**src/include/l1iCache_defines.svh**
```systemverilog
// ~~~~~~~~~~~~~~~~~~~~~~~~~~~~~~~~~~~~~~~~~~~~~~~~~
// L1 instruction cache widths and codes
// Address, line, index, window and step sizes, plus
// the memory opcode and status encodings
// ~~~~~~~~~~~~~~~~~~~~~~~~~~~~~~~~~~~~~~~~~~~~~~~~~

`ifndef L1I_CACHE_DEFINES_SVH
`define L1I_CACHE_DEFINES_SVH

`define L1I_PC_W        32      // Byte address
`define L1I_OFS_W       4       // Byte offset inside a 16-byte line
`define L1I_LINE_W      128
`define L1I_IX_W        6       // 64 lines per bank
`define L1I_WIN_W       96      // Six 16-bit words
`define L1I_STEP_W      3       // Step in 16-bit words

// Memory opcode
`define L1I_OPM_W       5
`define L1I_OPM_READY   5'h00
`define L1I_OPM_RDTILE  5'h07

// Memory status codes that the fetch status reuses
`define L1I_OK_W        2
`define L1I_OK_READY    2'b00
`define L1I_OK_OK       2'b01
`define L1I_OK_HOLD     2'b10

`endif

```
**src/hdl/l1iPkg.sv**
```systemverilog
// ~~~~~~~~~~~~~~~~~~~~~~~~~~~~~~~~~~~~~~~~~~~~~~~~~
// L1 instruction cache types
// Vector typedefs and the enums for the memory
// handshake and the miss fill FSM
// ~~~~~~~~~~~~~~~~~~~~~~~~~~~~~~~~~~~~~~~~~~~~~~~~~

`default_nettype none

`include "l1iCache_defines.svh"

package l1iPkg;

	typedef logic [`L1I_PC_W-1:0] pcAddr_t;

	// PC bits 31:4
	typedef logic [`L1I_PC_W-`L1I_OFS_W-1:0] lineAddr_t;

	typedef logic [`L1I_IX_W-1:0] lineIx_t;
	typedef logic [`L1I_LINE_W-1:0] lineData_t;
	typedef logic [`L1I_WIN_W-1:0] fetchWin_t;
	typedef logic [`L1I_STEP_W-1:0] pcStep_t;

	typedef enum logic [`L1I_OPM_W-1:0]
	{
		opmReady  = `L1I_OPM_READY,
		opmRdTile = `L1I_OPM_RDTILE
	} memOpm_t;

	// Memory side status and core side fetch status
	typedef enum logic [`L1I_OK_W-1:0]
	{
		okReady = `L1I_OK_READY,
		okOk    = `L1I_OK_OK,
		okHold  = `L1I_OK_HOLD
	} memOk_t;

	typedef enum logic [1:0]
	{
		fillIdle,
		fillReq,
		fillDone    // Waiting for memory to drop back to ready
	} fillState_t;

endpackage

`default_nettype wire

```
**src/hdl/l1iFetchAlign.sv**
```systemverilog
// ~~~~~~~~~~~~~~~~~~~~~~~~~~~~~~~~~~~~~~~~~~~~~~~~~
// Fetch window alignment and length decode
// Picks 96 bits at the PC from two lines and works
// out the PC step in 16-bit words
// ~~~~~~~~~~~~~~~~~~~~~~~~~~~~~~~~~~~~~~~~~~~~~~~~~

`timescale 1ns/1ps
`default_nettype none

`include "l1iCache_defines.svh"

module l1iFetchAlign
(
	input  wire l1iPkg::pcAddr_t    reqPc,
	input  wire l1iPkg::lineData_t  dataA,
	input  wire l1iPkg::lineData_t  dataB,
	input  wire logic               wxe,
	output l1iPkg::fetchWin_t       fetchWin,
	output l1iPkg::pcStep_t         pcStep
);

	l1iPkg::lineData_t curLine;
	l1iPkg::lineData_t nxtLine;
	logic [2*`L1I_LINE_W-1:0] pairData;
	logic [2:0] wordOfs;
	logic [7:0] hiByte0;
	logic [7:0] hiByte2;
	logic long0;
	logic wide0;
	logic wide2;

	// 32-bit forms live in E0..FF
	function automatic logic opIsLong(input logic [7:0] hiByte);
		opIsLong = (hiByte[7:5] == 3'b111);
	endfunction

	// Ops that may be bundled under wide execute
	function automatic logic opIsWide(input logic [7:0] hiByte);
		logic wide;
		casez (hiByte)
			8'b1111_01??: wide = 1'b1;      // F4..F7
			8'b1111_11??: wide = 1'b1;      // FC..FF
			8'b1110_101?: wide = 1'b1;      // EA/EB
			8'b1110_111?: wide = 1'b1;      // EE/EF
			default:      wide = 1'b0;
		endcase
		opIsWide = wide;
	endfunction

	// Bit 4 set means the odd line (bank B) holds the PC
	assign curLine = reqPc[4] ? dataB : dataA;
	assign nxtLine = reqPc[4] ? dataA : dataB;
	assign pairData = {nxtLine, curLine};

	assign wordOfs = reqPc[3:1];
	assign fetchWin = pairData[wordOfs*16 +: `L1I_WIN_W];

	assign hiByte0 = fetchWin[15:8];
	assign hiByte2 = fetchWin[47:40];   // Op following a 32-bit word 0

	assign long0 = opIsLong(hiByte0);
	assign wide0 = opIsWide(hiByte0);
	assign wide2 = opIsWide(hiByte2);

	always_comb
	begin
		if (wxe && wide0)
		begin
			// Bundle of two or three 32-bit ops
			if (wide2)
				pcStep = l1iPkg::pcStep_t'(6);
			else
				pcStep = l1iPkg::pcStep_t'(4);
		end
		else if (long0)
			pcStep = l1iPkg::pcStep_t'(2);
		else
			pcStep = l1iPkg::pcStep_t'(1);
	end

endmodule

`default_nettype wire

```
**config.mk**
```make
export PLATFORM = sky130hd
export DESIGN_NAME = l1iFetchAlign
export DESIGN_NICKNAME = d
export VERILOG_FILES = /design/src/hdl/l1iPkg.sv /design/src/hdl/l1iFetchAlign.sv
export VERILOG_INCLUDE_DIRS = /design/src /design/src/include
export SDC_FILE = /design/constraint.sdc
export NUM_CORES = 1
export LEC_CHECK = 0
export BUFFER_PORTS_ARGS = -buffer_cell sky130_fd_sc_hd__buf_2
export CORE_AREA = 4 4 149 151
export DETAILED_ROUTE_END_ITERATION = 16
export DIE_AREA = 0 0 153 155
export PLACE_DENSITY = 0.7
export SLEW_MARGIN = 5
export SYNTH_ARGS = -nofsm -noshare
export SYNTH_HDL_FRONTEND = slang
export SYNTH_SLANG_ARGS = --single-unit
```
**constraint.sdc**
```tcl
create_clock -name vclk -period 4.1
set_clock_uncertainty 0.05 [all_clocks]
set_input_delay 0.82 -clock vclk [all_inputs]
set_output_delay 0.82 -clock vclk [all_outputs]
set_load 0.05 [all_outputs]
```
==> flow_metrics.tcl <==
set metrics [dict create \
    setup_tns_ns 0 \
    wl_per_cell_um 23.8 \
    fmax_ghz 0.253 \
    drive_above_1_share_pct 72.9 \
    drt-vias-per-instance 6.43 \
    place_congestion 0.966 \
    drcViolationCount 0 \
    port_buffers 360 \
    yosysMostFrequentCell "mux4_2" \
    nFillCells 1922 \
    synthDistinctLibCells 46 \
    yosys-top-cells-count "mux4_2, mux2i_1, buf_2" \
    syn-cell-area_mm2 0.00736 \
    cp_max_fo 42 \
    antenna_found_initial 0 \
    cts_resized 0 \
    vias 7229 \
    drt_wl_total_um 26700 \
    register_area_um2 0 \
    worstPathArrival_ns 3.08 \
    fp.dieH_um 155 \
    hold_path_class "in -> out" \
    dp_hpwl_um 22400 \
    first_pass_iters 5 \
    cts_hold_buf 0 \
    finalMaxSlewViolations 0 \
    worstPathRequired_ns 3.23 \
    grt_pass1_vias 7358 \
    finalNonFillerCells 1124 \
    p_per_area_mw_per_mm2 189 \
    synth_top_area_share_pct 61.5 \
    coreArea_mm2 0.0208 \
    dp_cells 1124 \
    fin_area_mm2 0.00950 \
    ioPinCount 388 \
    track_usage_pct 21.1 \
    grt_pass1_wl_um 41400 \
    p_total_mw 1.79 \
    rsz0062_at_grt "false" \
    criticalPathCategory "in -> out" \
    start_util_pct 35.4 \
    nClkBuffers 0 \
    drtIter0Drc 508 \
    synthTopCellsByArea "mux4_2, mux2i_1, mux4_1" \
    worstMarginPinSlew_ns 0.709 \
    syn_to_final_growth_pct 28.9 \
    layout_min_cycle_time_ns 3.95 \
    synth_warnings 0 \
    drv_cap 0 \
    syn_nets 818 \
    status "finished, final reports clean" \
    die_w_um 153 \
    critPathLaunchType "input pin" \
    synth_top_cell_by_area "mux4_2" \
    total_leakage_power_nw 4.09 \
    fp-row-count 53 \
    postSynthCellCount 529 \
    dpl-instance-area_mm2 0.00950 \
    grt_max_degree 69 \
    postCtsSetupRepairBufs 0 \
    syn_area_per_cell_um2 13.9 \
    endpoint_kind "output pin" \
    nets 1140 \
    slew_headroom_pct 52.7 \
    seq_cell_count 0 \
    period_share_pct 96.3 \
    vdd_drop_max_v 0.000115 \
    yosysSeqAreaShare_pct 0 \
    num_antenna_cells 0 \
    ant_nets 0 \
    hold_violations 0 \
    die_area_mm2 0.0237 \
    setup_viol 0 \
    grt_overflow 0 \
]
[stage by stage]
stage | hold WS (ns) | setup WS (ns) | utilization, %
global placement | 2.10 | 0.204 | 45.6
floorplan | 1.80 | 0.114 | -
finish | 2.09 | 0.153 | 45.6
CTS | 2.10 | 0.164 | 45.6
detailed placement | 2.10 | 0.173 | 45.6
global route | 2.15 | 0.00777 | 45.6
[area by class of cell]
type | instances | area, µm² | area share (%)
Timing Repair Buffer | 393 | 2230 | 23.5
Multi-Input combinational cell | 452 | 6910 | 72.7
Inverter | 4 | 16.3 | 0.171
Tap cell | 275 | 344 | 3.62
[path summary, 6_finish.rpt]
kind                     start           end  slack [ns]  depth (start not counted)
worst min-delay path  reqPc[2]  fetchWin[74]        2.09                          4
worst max-delay path  reqPc[3]     pcStep[1]        0.15                          9
[cells by family (layout without fill, tap and decap cells)]
group           Yosys count  after routing  synth area share (%)
mux                     358            358                  85.2
buf+inv                  77            397                  6.76
compound gates           55             55                  5.03
simple gates             39             39                  3.02
[layer usage]
layer	routed length, µm	global-route usage [%]
met1	10200	28.4
met2	13900	37.6
met3	2010	2.53
met4	588	3.31
met5	0	0
[report_power, final]
part           internal, mW  leakage (nW)  switching, mW
registers                 0             0              0
logic                 0.721          4.09           1.07
clock network             0             0              0
total                 0.721          4.09           1.07
[placed cells by master (no fill, tap or decap), types with 5 or more instances in the layout]
cell       n
buf_4     22
a22oi_1   13
mux2_2    10
nor2_1     9
mux2i_1  137
nand2_1    7
a21oi_1    5
mux4_1    10
mux4_2   201
buf_2    356
o21ai_0   16
buf_12    12
[critical path: stages]
cell,delay (ns)
buf_4,0.20
buf_12,0.26
mux4_2,0.33
or2_2,0.29
and3_1,0.20
nor4_1,0.41
a211oi_1,0.11
o21ba_2,0.21
buf_2,0.21
Note: power is estimated with default switching activity, not from simulation.
