File: src/include/l1iCache_defines.svh
// ~~~~~~~~~~~~~~~~~~~~~~~~~~~~~~~~~~~~~~~~~~~~~~~~~
// L1 instruction cache widths and codes
// Address, line, index, window and step sizes, plus
// the memory opcode and status encodings
// ~~~~~~~~~~~~~~~~~~~~~~~~~~~~~~~~~~~~~~~~~~~~~~~~~

`ifndef L1I_CACHE_DEFINES_SVH
`define L1I_CACHE_DEFINES_SVH

`define L1I_PC_W        32      // Byte address
`define L1I_OFS_W       4       // Byte offset inside a 16-byte line
`define L1I_LINE_W      128
`define L1I_IX_W        6       // 64 lines per bank
`define L1I_WIN_W       96      // Six 16-bit words
`define L1I_STEP_W      3       // Step in 16-bit words

// Memory opcode
`define L1I_OPM_W       5
`define L1I_OPM_READY   5'h00
`define L1I_OPM_RDTILE  5'h07

// Memory status codes that the fetch status reuses
`define L1I_OK_W        2
`define L1I_OK_READY    2'b00
`define L1I_OK_OK       2'b01
`define L1I_OK_HOLD     2'b10

`endif

File: src/hdl/l1iPkg.sv
// ~~~~~~~~~~~~~~~~~~~~~~~~~~~~~~~~~~~~~~~~~~~~~~~~~
// L1 instruction cache types
// Vector typedefs and the enums for the memory
// handshake and the miss fill FSM
// ~~~~~~~~~~~~~~~~~~~~~~~~~~~~~~~~~~~~~~~~~~~~~~~~~

`default_nettype none

`include "l1iCache_defines.svh"

package l1iPkg;

	typedef logic [`L1I_PC_W-1:0] pcAddr_t;

	// PC bits 31:4
	typedef logic [`L1I_PC_W-`L1I_OFS_W-1:0] lineAddr_t;

	typedef logic [`L1I_IX_W-1:0] lineIx_t;
	typedef logic [`L1I_LINE_W-1:0] lineData_t;
	typedef logic [`L1I_WIN_W-1:0] fetchWin_t;
	typedef logic [`L1I_STEP_W-1:0] pcStep_t;

	typedef enum logic [`L1I_OPM_W-1:0]
	{
		opmReady  = `L1I_OPM_READY,
		opmRdTile = `L1I_OPM_RDTILE
	} memOpm_t;

	// Memory side status and core side fetch status
	typedef enum logic [`L1I_OK_W-1:0]
	{
		okReady = `L1I_OK_READY,
		okOk    = `L1I_OK_OK,
		okHold  = `L1I_OK_HOLD
	} memOk_t;

	typedef enum logic [1:0]
	{
		fillIdle,
		fillReq,
		fillDone    // Waiting for memory to drop back to ready
	} fillState_t;

endpackage

`default_nettype wire

File: src/hdl/l1iMissFill.sv
// ~~~~~~~~~~~~~~~~~~~~~~~~~~~~~~~~~~~~~~~~~~~~~~~~~
// L1I miss fill
// Serves bank misses one line at a time, bank A
// first, over the memory tile-read handshake
// ~~~~~~~~~~~~~~~~~~~~~~~~~~~~~~~~~~~~~~~~~~~~~~~~~

`timescale 1ns/1ps
`default_nettype none

`include "l1iCache_defines.svh"

module l1iMissFill
(
	input  wire logic               clock,
	input  wire logic               arstN,
	input  wire logic               hitA,
	input  wire logic               hitB,
	input  wire l1iPkg::lineAddr_t  reqLineA,
	input  wire l1iPkg::lineAddr_t  reqLineB,
	input  wire l1iPkg::memOk_t     memOk,
	input  wire l1iPkg::lineData_t  memData,
	output l1iPkg::pcAddr_t         memAddr,
	output l1iPkg::memOpm_t         memOpm,
	output logic                    wrEnA,
	output logic                    wrEnB,
	output l1iPkg::lineData_t       wrData
);

	l1iPkg::fillState_t state;
	logic fillB;        // Current fill targets bank B
	logic missA;
	logic missB;
	logic startFill;
	logic lineBack;

	assign missA = !hitA;
	assign missB = !hitB;

	assign startFill = (state == l1iPkg::fillIdle) && (missA || missB) &&
		(memOk == l1iPkg::okReady);
	assign lineBack = (state == l1iPkg::fillReq) && (memOk == l1iPkg::okOk);

	always_ff @(posedge clock or negedge arstN)
	begin
		if (!arstN)
		begin
			state <= l1iPkg::fillIdle;
			memOpm <= l1iPkg::opmReady;
			fillB <= 1'b0;
			wrEnA <= 1'b0;
			wrEnB <= 1'b0;
		end
		else
		begin
			wrEnA <= 1'b0;      // Write pulses last one cycle
			wrEnB <= 1'b0;
			case (state)
				l1iPkg::fillIdle:
				begin
					if (startFill)
					begin
						fillB <= !missA;
						memOpm <= l1iPkg::opmRdTile;
						state <= l1iPkg::fillReq;
					end
				end
				l1iPkg::fillReq:
				begin
					if (lineBack)
					begin
						memOpm <= l1iPkg::opmReady;
						wrEnA <= !fillB;
						wrEnB <= fillB;
						state <= l1iPkg::fillDone;
					end
				end
				l1iPkg::fillDone:
				begin
					// Let the write reach the bank before looking at hits again
					if ((memOk == l1iPkg::okReady) && !wrEnA && !wrEnB)
						state <= l1iPkg::fillIdle;
				end
				default:
					state <= l1iPkg::fillIdle;
			endcase
		end
	end

	always_ff @(posedge clock)
	begin
		if (startFill)
		begin
			if (missA)
				memAddr <= {reqLineA, {`L1I_OFS_W{1'b0}}};
			else
				memAddr <= {reqLineB, {`L1I_OFS_W{1'b0}}};
		end

		if (lineBack)
			wrData <= memData;  // Tile held until the bank write
	end

endmodule

`default_nettype wire

File: config.mk
export PLATFORM = sky130hd
export DESIGN_NAME = l1iMissFill
export DESIGN_NICKNAME = d
export VERILOG_FILES = /design/src/hdl/l1iPkg.sv /design/src/hdl/l1iMissFill.sv
export VERILOG_INCLUDE_DIRS = /design/src /design/src/include
export SDC_FILE = /design/constraint.sdc
export NUM_CORES = 1
export LEC_CHECK = 0
export ABC_AREA = 1
export BUFFER_PORTS_ARGS = -buffer_cell sky130_fd_sc_hd__buf_2
export CORE_MARGIN = 8
export CORE_UTILIZATION = 30
export CTS_BUF_LIST = sky130_fd_sc_hd__clkbuf_16
export DETAILED_ROUTE_END_ITERATION = 10
export GPL_TIMING_DRIVEN = 0
export PLACE_DENSITY = 0.73
export SETUP_SLACK_MARGIN = 0.5
export SYNTH_ARGS = -nofsm -noshare
export SYNTH_HDL_FRONTEND = slang
export SYNTH_SLANG_ARGS = --single-unit
File: constraint.sdc
create_clock -name clock -period 4.6 [get_ports clock]
set_clock_uncertainty 0.1 [all_clocks]
set_input_delay 0.46 -clock clock [delete_from_list [all_inputs] [get_ports clock]]
set_output_delay 0.46 -clock clock [all_outputs]
set_load 0.02 [all_outputs]
==> results.sh, run 1 <==
export IMPL_rsz0062_at_grt="false"
export IMPL_yosysWarnings=0
export IMPL_drc=0
export IMPL_yosysUniqueCellTypes=14
export IMPL_cpLargestDelayFamily="buffers and inverters"
export IMPL_critPathSlowestCell="inv_6"
export IMPL_status="completed"
export IMPL_finalSetupViolations=0
export IMPL_grtUsageTotal_pct=13.2
export IMPL_cp_max_fo=66
export IMPL_grt_remaining_overflow=0
export IMPL_drive_above_1_share_pct=68.9
export IMPL_clockRootBuffer="clkbuf_16"
export IMPL_num_vias=3486
export IMPL_grt_pass1_vias=3834
export IMPL_startpoint_type="flip-flop"
export IMPL_antenna_found_initial=3
export IMPL_grt_use_met1_pct=14.1
export IMPL_grt_max_degree=67
export IMPL_row_count=49
export IMPL_crit_buf_inv=2
export IMPL_placed_area_sq_mm=0.00744
export IMPL_final_hold_viol_count=0
export IMPL_crit_chain="nor2_1 -> nand2_1 -> inv_6 -> buf_16"
export IMPL_worstMarginPinSlew_ns=1.04
export IMPL_syn_inst=227
export IMPL_period_needed_ns=2.04
export IMPL_cts_buffers=17
export IMPL_port_buffers=349
export IMPL_grt_met3_usage_pct=6.83
export IMPL_arrival_ns=2.01
export IMPL_hp_class="input pin to flip-flop"
export IMPL_cts_resized=0
export IMPL_stdcell_area_sq_mm=0.00803
export IMPL_num_io_pins=357
export IMPL_dp_hpwl_microns=12700
export IMPL_synth_seq_area_share_pct=90.2
export IMPL_dieHeight_microns=150
export IMPL_synth_area_sq_mm=0.00536
export IMPL_final_cell_mix="349 x buf_2, 156 x edfxtp_1, 28 x mux2_2"
export IMPL_critPathMaxStageDelay_ns=0.49
export IMPL_wl_per_cell_microns=18.7
export IMPL_cts_tree="built"
export IMPL_grt_util_met2_pct=22.5
export IMPL_path_class="flip-flop to flip-flop"
export IMPL_final_common_cell="buf_2"
export IMPL_post_cts_setup_buffers=0
export IMPL_leakage_nw=3.43
export IMPL_clkTransAtPathRegs_ns=0.07
export IMPL_setup_tns_ns=0
export IMPL_critPathCaptureType="flip-flop"
export IMPL_syn_to_final_growth_pct=49.7
export IMPL_clockBufferDepth=2
export IMPL_htree_levels=4
export IMPL_die_x_microns=150
export IMPL_drtPass1Iterations=4
export IMPL_final_net_count=792
export IMPL_slew_viol_final=0
export IMPL_avgSynthCellArea_sq_um=23.6
export IMPL_cts_sinks=162
export IMPL_wl_microns=15700
export IMPL_finalCritPeriodShare_pct=44.3
export IMPL_viasPerCell=4.13
export IMPL_critical_path_required_ns=4.57
export IMPL_pwr_density_cell_mw_per_mm2=467
export IMPL_peakVddDrop_v=0.000251
export IMPL_holdWs_ns=0.124
export IMPL_drtIter0Drc=89
export IMPL_synth_seq_cells=162
export IMPL_max_freq_mhz=491
export IMPL_clk_latency_ns=0.41
export IMPL_core_area_sq_mm=0.0177
export IMPL_slew_headroom_pct=30.5
export IMPL_grt_busiest_layer="met2"
export IMPL_grt_pass1_wl_microns=22200
export IMPL_ant_nets=0
export IMPL_start_util_pct=30.3
export IMPL_routabilityCongestion=0.711
export IMPL_drv_cap=0
export IMPL_dieArea_sq_mm=0.0224
## area by class of cell
cell class                      count  area [sq um]
Fill cell                        1583          9690
Sequential cell                   162          4830
Timing Repair Buffer              351          1780
Multi-Input combinational cell     54           432
Clock buffer                       17           425
Tap cell                          229           287
Clock inverter                     14           144
Buffer                             11          93.8
Inverter                            5          23.8
Antenna cell                        1          2.50
## metal layers
metal | wire length [microns] | share of wire, % | vias to the layer above
li1 | - | - | 1621
met5 | 26 | 0.17 | -
met1 | 5660 | 36 | 1620
met4 | 139 | 0.88 | 4
met2 | 7870 | 50 | 229
met3 | 2050 | 13 | 12
## path summary, 6_finish.rpt
check | to | slack, ns | cells past startpoint | from
max in group asynchronous | state[1]$_DFFE_PN0P_ | 3.94 | 2 | arstN
min in group asynchronous | memOpm[1]$_DFFE_PN0P_ | 0.31 | 2 | arstN
min | wrData[26]$_DFFE_PP_ | 0.12 | 1 | memData[26]
max reg2reg | wrData[4]$_DFFE_PP_ | 2.56 | 4 | state[1]$_DFFE_PN0P_
min reg2reg | wrEnA$_DFF_PN0_ | 0.37 | 1 | fillB$_DFFE_PN0P_
max | wrData[4]$_DFFE_PP_ | 2.56 | 4 | state[1]$_DFFE_PN0P_
## report_power, final
part	switching, mW	internal (mW)
clock	0.592	0.759
sequential	0.0402	1.80
combinational	0.362	0.192
## metrics by stage
stage,setup WS [ns],std cells,total power [mW],utilization (%)
floorplan,0.857,232,2.19,-
global placement,-0.318,810,2.43,41.8
detailed placement,2.34,811,2.44,42.0
CTS,2.51,843,3.80,45.3
global route,2.40,844,3.89,45.3
finish,2.56,844,3.74,45.3
## sequential cells by signal (all words and copies together), names as in the netlist
signal and flops:
wrData 128, memAddr 28, state 2, fillB 1, memOpm 1, wrEnA 1
wrEnB 1
## Yosys cell counts
library cell,n,area (sq um)
edfxtp_1,156,4680
nand4_1,1,6.26
buf_6,3,33.8
nand2_1,8,30.0
inv_1,5,18.8
nor2_1,7,26.3
o21ai_0,1,5.00
conb_1,1,3.75
dfrtp_1,6,150
buf_4,8,60.1
nand2_4,1,11.3
nand3_2,1,10.0
nand3_1,1,5.00
mux2_2,28,315
## timing repair
action,4_1_cts,5_1_grt
hold buffers,1,0
setup endpoints to repair,0,0
endpoints found under the hold margin,6,0
## cell families after synthesis
kind of cell / synth area share [%]
buf+inv: 2.10
mux: 5.88
other cells: 0.0700
compound gates: 0.0933
flops: 90.2
simple gates: 1.66
Note: power is estimated with default switching activity, not from simulation.
==> inputs of run 2 (changes only) <==
PLACE_DENSITY = 0.75   (was 0.73)
clock period = 1.75 ns   (was 4.6 ns; I/O delays follow)
==> run 2 against run 1 <==
Net effect:
- the run now fails in clock tree synthesis
- synthesized cell count unchanged
- area after synthesis unchanged
==> results.sh, run 2 <==
export IMPL_synth_simple_gate_area_share_pct=1.66
export IMPL_synthMuxAreaShare_pct=5.88
export IMPL_synth_seq_cells=162
export IMPL_start_util_pct=30.3
export IMPL_routabilityCongestion=0.812
export IMPL_synth_seq_area_share_pct=90.2
export IMPL_cts_buffers=17
export IMPL_synth_top_cell_area_share_pct=87.4
export IMPL_dieHeight_microns=150
export IMPL_synth_compound_area_share_pct=0.0934
export IMPL_haltStage="clock tree synthesis"
export IMPL_error="[ERROR RSZ-0060] Max buffer count reached."
export IMPL_synth_adder_area_share_pct=0
export IMPL_htree_levels=4
export IMPL_synth_xor_area_share_pct=0
export IMPL_dp_hpwl_microns=13000
export IMPL_clockBufferDepth=2
export IMPL_clockRootBuffer="clkbuf_16"
export IMPL_yosysWarnings=0
export IMPL_cts_sinks=162
export IMPL_ys_async_sr_fraction_pct=3.70
export IMPL_port_buffers=349
export IMPL_yosysUniqueCellTypes=14
export IMPL_num_io_pins=357
export IMPL_synth_edf_count=156
export IMPL_syn_inst=227
export IMPL_avgSynthCellArea_sq_um=23.6
export IMPL_die_x_microns=150
export IMPL_status="aborted with a tool error"
export IMPL_yosysMostFrequentCell="edfxtp_1"
export IMPL_synth_area_leaders="edfxtp_1 87%, mux2_2 5.9%, dfrtp_1 2.8%, buf_4 1.1%, buf_6 0.63%"
export IMPL_row_count=49
export IMPL_synth_top_family_by_area="multiplexers"
export IMPL_synthFlopType="edfxtp_1"
export IMPL_post_cts_setup_buffers=25
export IMPL_synth_area_sq_mm=0.00536
export IMPL_synthTopCellsByCount="156 x edfxtp_1, 28 x mux2_2, 8 x buf_4, 8 x nand2_1, 7 x nor2_1"
export IMPL_cts_hold_fix_buffers=177
export IMPL_cts_resized=56
export IMPL_synth_area_leader_cell="edfxtp_1"
[run 2: cell counts after synthesis]
No cell type changed its count.
[run 2: cell families after synthesis]
family	Yosys count
compound gates	1
simple gates	19
other cells	1
mux	28
flops	162
buf+inv	16
[run 2: per-stage QoR]
stage,setup slack [ns],area [sq um],std cells
detailed placement,-0.143,7480,813
global placement,-2.05,7420,810
floorplan,-1.20,5390,232
==> inputs of run 3 (changes only) <==
CORE_UTILIZATION = 20   (was 30)
CTS_BUF_LIST = not set   (was sky130_fd_sc_hd__clkbuf_16)
PLACE_DENSITY = not set   (was 0.75)
PLACE_DENSITY_LB_ADDON = 0.15   (was not set)
SETUP_SLACK_MARGIN = not set   (was 0.5)
clock period = 2.27 ns   (was 1.75 ns; I/O delays follow)
==> run 3 against run 2 <==
Net effect:
- the flow now finishes without violations
==> results.sh, run 3 (same netlist as run 1, synthesis figures left out) <==
export IMPL_crit_buf_inv=5
export IMPL_hp_class="input pin to flip-flop"
export IMPL_antenna_found_initial=0
export IMPL_status="completed"
export IMPL_slew_headroom_pct=57.2
export IMPL_final_common_cell="buf_2"
export IMPL_clockBufferDepth=2
export IMPL_grt_pass1_vias=4829
export IMPL_startpoint_type="input pin"
export IMPL_cpLargestDelayFamily="buffers and inverters"
export IMPL_cts_buffers=17
export IMPL_clockRootBuffer="clkbuf_16"
export IMPL_wl_per_cell_microns=16.5
export IMPL_syn_to_final_growth_pct=85.4
export IMPL_drtPass1Iterations=4
export IMPL_core_area_sq_mm=0.0267
export IMPL_drtIter0Drc=75
export IMPL_critical_path_required_ns=2.26
export IMPL_grt_pass1_wl_microns=28600
export IMPL_setup_tns_ns=0
export IMPL_dp_hpwl_microns=13800
export IMPL_final_hold_viol_count=0
export IMPL_clkTransAtPathRegs_ns=0.08
export IMPL_max_freq_mhz=512
export IMPL_critPathMaxStageDelay_ns=0.54
export IMPL_grt_remaining_overflow=0
export IMPL_clk_latency_ns=0.41
export IMPL_critPathSlowestCell="dlygate4sd3_1"
export IMPL_num_io_pins=357
export IMPL_largest_registers="wrData x128, memAddr x28, state x2"
export IMPL_drive_above_1_share_pct=54.4
export IMPL_viasPerCell=3.69
export IMPL_path_class="input pin to flip-flop"
export IMPL_post_route_util_pct=37.3
export IMPL_worstMarginPinSlew_ns=0.641
export IMPL_fillerInstances=2518
export IMPL_rsz0062_at_grt="false"
export IMPL_peakVddDrop_v=0.000357
export IMPL_critPathCaptureType="flip-flop"
export IMPL_fin_ws_ns=0.315
export IMPL_drv_cap=0
export IMPL_cpMostUsedCell="buf_12"
export IMPL_start_util_pct=20.1
export IMPL_period_needed_ns=1.95
export IMPL_grtUsageTotal_pct=11.5
export IMPL_num_vias=4168
export IMPL_regMostFlops="wrData"
export IMPL_grt_max_degree=47
export IMPL_largest_register_ffs=128
export IMPL_port_buffers=349
export IMPL_cts_tree="built"
export IMPL_dieHeight_microns=180
export IMPL_row_count=60
export IMPL_finalCritPeriodShare_pct=86.1
export IMPL_wl_microns=18600
export IMPL_dp_slack_ns=0.173
export IMPL_ant_nets=0
export IMPL_dieArea_sq_mm=0.0323
export IMPL_htree_levels=4
export IMPL_cts_sinks=162
export IMPL_antenna_cells=0
export IMPL_pwr_density_cell_mw_per_mm2=803
export IMPL_slew_viol_final=0
export IMPL_arrival_ns=1.95
export IMPL_final_net_count=965
export IMPL_finalSetupViolations=0
export IMPL_crit_chain="dlygate4sd3_1 -> buf_2 -> nor2_1 -> nand2_2 -> clkinvlp_4 -> buf_12 -> buf_12"
export IMPL_cp_max_fo=45
export IMPL_leakage_nw=4.16
export IMPL_die_x_microns=180
export IMPL_drc=0
export IMPL_routabilityCongestion=0.758
export IMPL_final_cell_mix="349 x buf_2, 172 x dlygate4sd3_1, 156 x edfxtp_1"
export IMPL_holdWs_ns=0.0269
==> run 3: final timing paths <==
check                      cells past startpoint  slack [ns]               endpoint            startpoint
setup / recovery                               7        0.32   wrData[63]$_DFFE_PP_              memOk[1]
hold / removal                                 4        0.03   state[0]$_DFFE_PN0P_              memOk[0]
setup reg to reg                               5        0.40   wrData[63]$_DFFE_PP_  state[1]$_DFFE_PN0P_
hold reg to reg                                1        0.35        wrEnA$_DFF_PN0_     fillB$_DFFE_PN0P_
max in group asynchronous                      2        1.84  memOpm[1]$_DFFE_PN0P_                 arstN
min in group asynchronous                      2        0.08        wrEnB$_DFF_PN0_                 arstN
==> run 3: what timing repair did <==
item,in CTS,in global routing
hold buffers,167,5
resized for setup,0,1
hold endpoints to repair,156,4
setup buffers,0,0
setup endpoints to repair,0,28
==> run 3: area by class of cell <==
cell class / count / area, sq um / area share [%]
sequential: 162 / 4830 / 48.7
timing repair buffer: 524 / 3530 / 35.5
multi-input combinational: 54 / 437 / 4.39
tap: 341 / 427 / 4.29
clock buffer: 17 / 425 / 4.28
clock inverter: 15 / 164 / 1.65
buffer: 11 / 93.8 / 0.944
inverter: 5 / 26.3 / 0.264
==> run 3: where the power goes <==
part | total (mW) | internal, mW | leakage [nW] | switching [mW]
Clock | 2.83 | 1.48 | 0.287 | 1.35
Sequential | 3.73 | 3.64 | 1.50 | 0.0846
Combinational | 1.42 | 0.609 | 2.37 | 0.810
==> run 3: routing by layer <==
| layer | global-route usage, % | wire [microns] | vias up | part of all wire [%] |
|---|---|---|---|---|
| li1 | - | - | 1970 | - |
| met1 | 12.5 | 7490 | 1952 | 40 |
| met2 | 19.9 | 9230 | 238 | 50 |
| met3 | 5.48 | 1750 | 8 | 9.4 |
| met4 | 2.80 | 129 | 0 | 0.69 |
| met5 | 0 | 0 | - | 0 |
==> run 3: worst register-to-register path, stage by stage (launching register included) <==
cell        delay [ns]
dfrtp_1           0.40
nor2_2            0.13
nand2_2           0.11
clkinvlp_4        0.23
buf_12            0.26
buf_12            0.27
==> run 3: stage by stage <==
step / cell area (sq um) / std cells / total power, mW
final: 9940 / 1129 / 7.97
after CTS: 9880 / 1124 / 8.12
after detailed placement: 7620 / 925 / 4.98
after floorplan: 5390 / 232 / 4.43
after global placement: 7560 / 922 / 4.97
after global routing: 9940 / 1129 / 8.36
==> inputs of run 4 (changes only) <==
CAP_MARGIN = 20   (was not set)
SETUP_SLACK_MARGIN = 0.5   (was not set)
==> run 4 against run 3 <==
Net effect:
- routed wire length increased by 2.8%
- register-to-register slack improved by 0.19 ns
- worst setup slack better by 0.18 ns
- count of clock-buffer cells in the layout unchanged
- via count grew 0.34%
- fmax rose by 10%
- utilization rose by 0.19 points
- non-clock buffer count up 2
- sequential power barely moved
- clock power about the same
- flip-flop and latch count unchanged
- critical path type unchanged
- highest routed layer unchanged
==> results.sh, run 4 (same netlist as run 1, synthesis figures left out) <==
export IMPL_antenna_found_initial=0
export IMPL_htree_levels=4
export IMPL_wl_per_cell_microns=16.9
export IMPL_final_common_cell="buf_2"
export IMPL_antenna_cells=0
export IMPL_path_class="input pin to flip-flop"
export IMPL_peakVddDrop_v=0.000381
export IMPL_rrSetupSlack_ns=0.59
export IMPL_viasPerCell=3.70
export IMPL_cts_tree="built"
export IMPL_routabilityCongestion=0.758
export IMPL_leakage_nw=4.20
export IMPL_arrival_ns=1.84
export IMPL_wl_microns=19100
export IMPL_reg2reg_from="state[1]$_DFFE_PN0P_"
export IMPL_p_comb_share_pct=18.2
export IMPL_met3_length_microns=1690
export IMPL_hp_start="reqLineB[1]"
export IMPL_cts_buffers=17
export IMPL_switchingPower_mw=2.27
export IMPL_power_share_sequential_pct=46.4
export IMPL_crit_buf_inv=3
export IMPL_syn_to_final_growth_pct=86.3
export IMPL_die_x_microns=180
export IMPL_pwr_density_cell_mw_per_mm2=804
export IMPL_hp_class="input pin to flip-flop"
export IMPL_cp_max_fo=10
export IMPL_dieArea_sq_mm=0.0323
export IMPL_cpMostUsedCell="dlygate4sd3_1"
export IMPL_m1WireLength_microns=7830
export IMPL_largest_registers="wrData x128, memAddr x28, state x2"
export IMPL_placed_area_sq_mm=0.00765
export IMPL_fin_ws_ns=0.498
export IMPL_port_buffers=349
export IMPL_grtUsageTotal_pct=11.7
export IMPL_grt_max_degree=47
export IMPL_drv_cap=0
export IMPL_grt_pass1_wl_microns=29200
export IMPL_largest_register_ffs=128
export IMPL_start_util_pct=20.1
export IMPL_final_hold_viol_count=0
export IMPL_stdcell_area_sq_mm=0.00999
export IMPL_grt_remaining_overflow=0
export IMPL_num_io_pins=357
export IMPL_setup_tns_ns=0
export IMPL_critical_path_required_ns=2.34
export IMPL_regMostFlops="wrData"
export IMPL_drtPass1Iterations=4
export IMPL_startpoint_type="input pin"
export IMPL_status="completed"
export IMPL_wl_met2_microns=9490
export IMPL_final_net_count=967
export IMPL_clockBufferDepth=2
export IMPL_clk_latency_ns=0.41
export IMPL_core_area_sq_mm=0.0267
export IMPL_row_count=60
export IMPL_dp_slack_ns=0.384
export IMPL_holdWs_ns=0.0199
export IMPL_dieHeight_microns=180
export IMPL_critPathMaxStageDelay_ns=0.56
export IMPL_drive_above_1_share_pct=54.7
export IMPL_drc=0
export IMPL_period_needed_ns=1.77
export IMPL_cts_sinks=162
export IMPL_grt_pass1_vias=4854
export IMPL_max_freq_mhz=564
export IMPL_cpLargestDelayFamily="buffers and inverters"
export IMPL_critPathSlowestCell="dlygate4sd3_1"
export IMPL_finalSetupViolations=0
export IMPL_drtIter0Drc=114
export IMPL_clkTransAtPathRegs_ns=0.08
export IMPL_clockPowerShare_pct=35.4
export IMPL_dp_hpwl_microns=13900
export IMPL_slew_viol_final=0
export IMPL_finalCritPeriodShare_pct=78.0
export IMPL_num_vias=4182
export IMPL_critPathCaptureType="flip-flop"
export IMPL_highest_layer="met4"
export IMPL_rsz0062_at_grt="true"
export IMPL_p_sw_share_pct=28.3
export IMPL_ant_nets=0
export IMPL_clockRootBuffer="clkbuf_16"
export IMPL_crit_path_start="hitA"
export IMPL_final_cell_mix="349 x buf_2, 170 x dlygate4sd3_1, 156 x edfxtp_1"
export IMPL_crit_chain="dlygate4sd3_1 -> buf_6 -> mux2_2 -> dlygate4sd3_1"
export IMPL_power_total_mw=8.03
export IMPL_power_internal_mw=5.76
run 4: cell types whose count changed in the layout (fill, tap and decap cells not counted), sizes merged:
| cell | change |
|---|---|
| inv | +1 |
| clkinvlp | -1 |
| clkbuf | +1 |
| dlygate4sd3 | -2 |
| buf | +3 |
run 4: final timing paths:
kind / end / cells past startpoint
worst max-delay path: memAddr[15]$_DFFE_PP_ / 4
worst min-delay path: memAddr[5]$_DFFE_PP_ / 2
worst max register to register: wrData[24]$_DFFE_PP_ / 5
worst min register to register: wrEnA$_DFF_PN0_ / 1
max in group asynchronous: state[1]$_DFFE_PN0P_ / 2
min in group asynchronous: wrEnB$_DFF_PN0_ / 2
run 4: through the flow:
step,util [%],instances
after CTS,37.3,1129
after global routing,37.5,1131
after global placement,28.4,922
final,37.5,1131
after detailed placement,28.7,926
after floorplan,-,232
run 4: power groups by stage:
| stage | logic, mW | clock network, mW | registers, mW |
|---|---|---|---|
| CTS | 1.47 | 2.97 | 3.73 |
| finish | 1.47 | 2.84 | 3.73 |
| floorplan | 0.297 | 0 | 4.13 |
| detailed placement | 1.20 | 0 | 3.80 |
| global placement | 1.14 | 0 | 3.82 |
| global route | 1.57 | 3.09 | 3.76 |
run 4: final cells by class:
class	count	area, sq um
Tap cell	341	427
Multi-Input combinational cell	54	437
Inverter	5	22.5
Buffer	11	93.8
Sequential cell	162	4830
Clock buffer	17	425
Timing Repair Buffer	526	3580
Fill cell	2505	16700
Clock inverter	15	164
run 4: worst register-to-register path, cell delays in order (launching register included):
cell        delay [ns]
dfrtp_1           0.40
nor2_2            0.14
nand2_2           0.11
clkinvlp_4        0.12
buf_12            0.23
clkbuf_16         0.27
run 4: what timing repair did:
action,4_1_cts,5_1_grt
setup buffers,2,0
endpoints found under the setup margin,45,45
hold buffers,169,1
hold endpoints to repair,159,1
resized for setup,1,0
cloned,0,1
run 4: metal layers:
layer  vias to the layer above  global-route usage, %
met3                         7                   5.04
li1                       1973                      -
met4                         0                   2.80
met5                         -                      0
met2                       245                   20.1
met1                      1957                   13.2
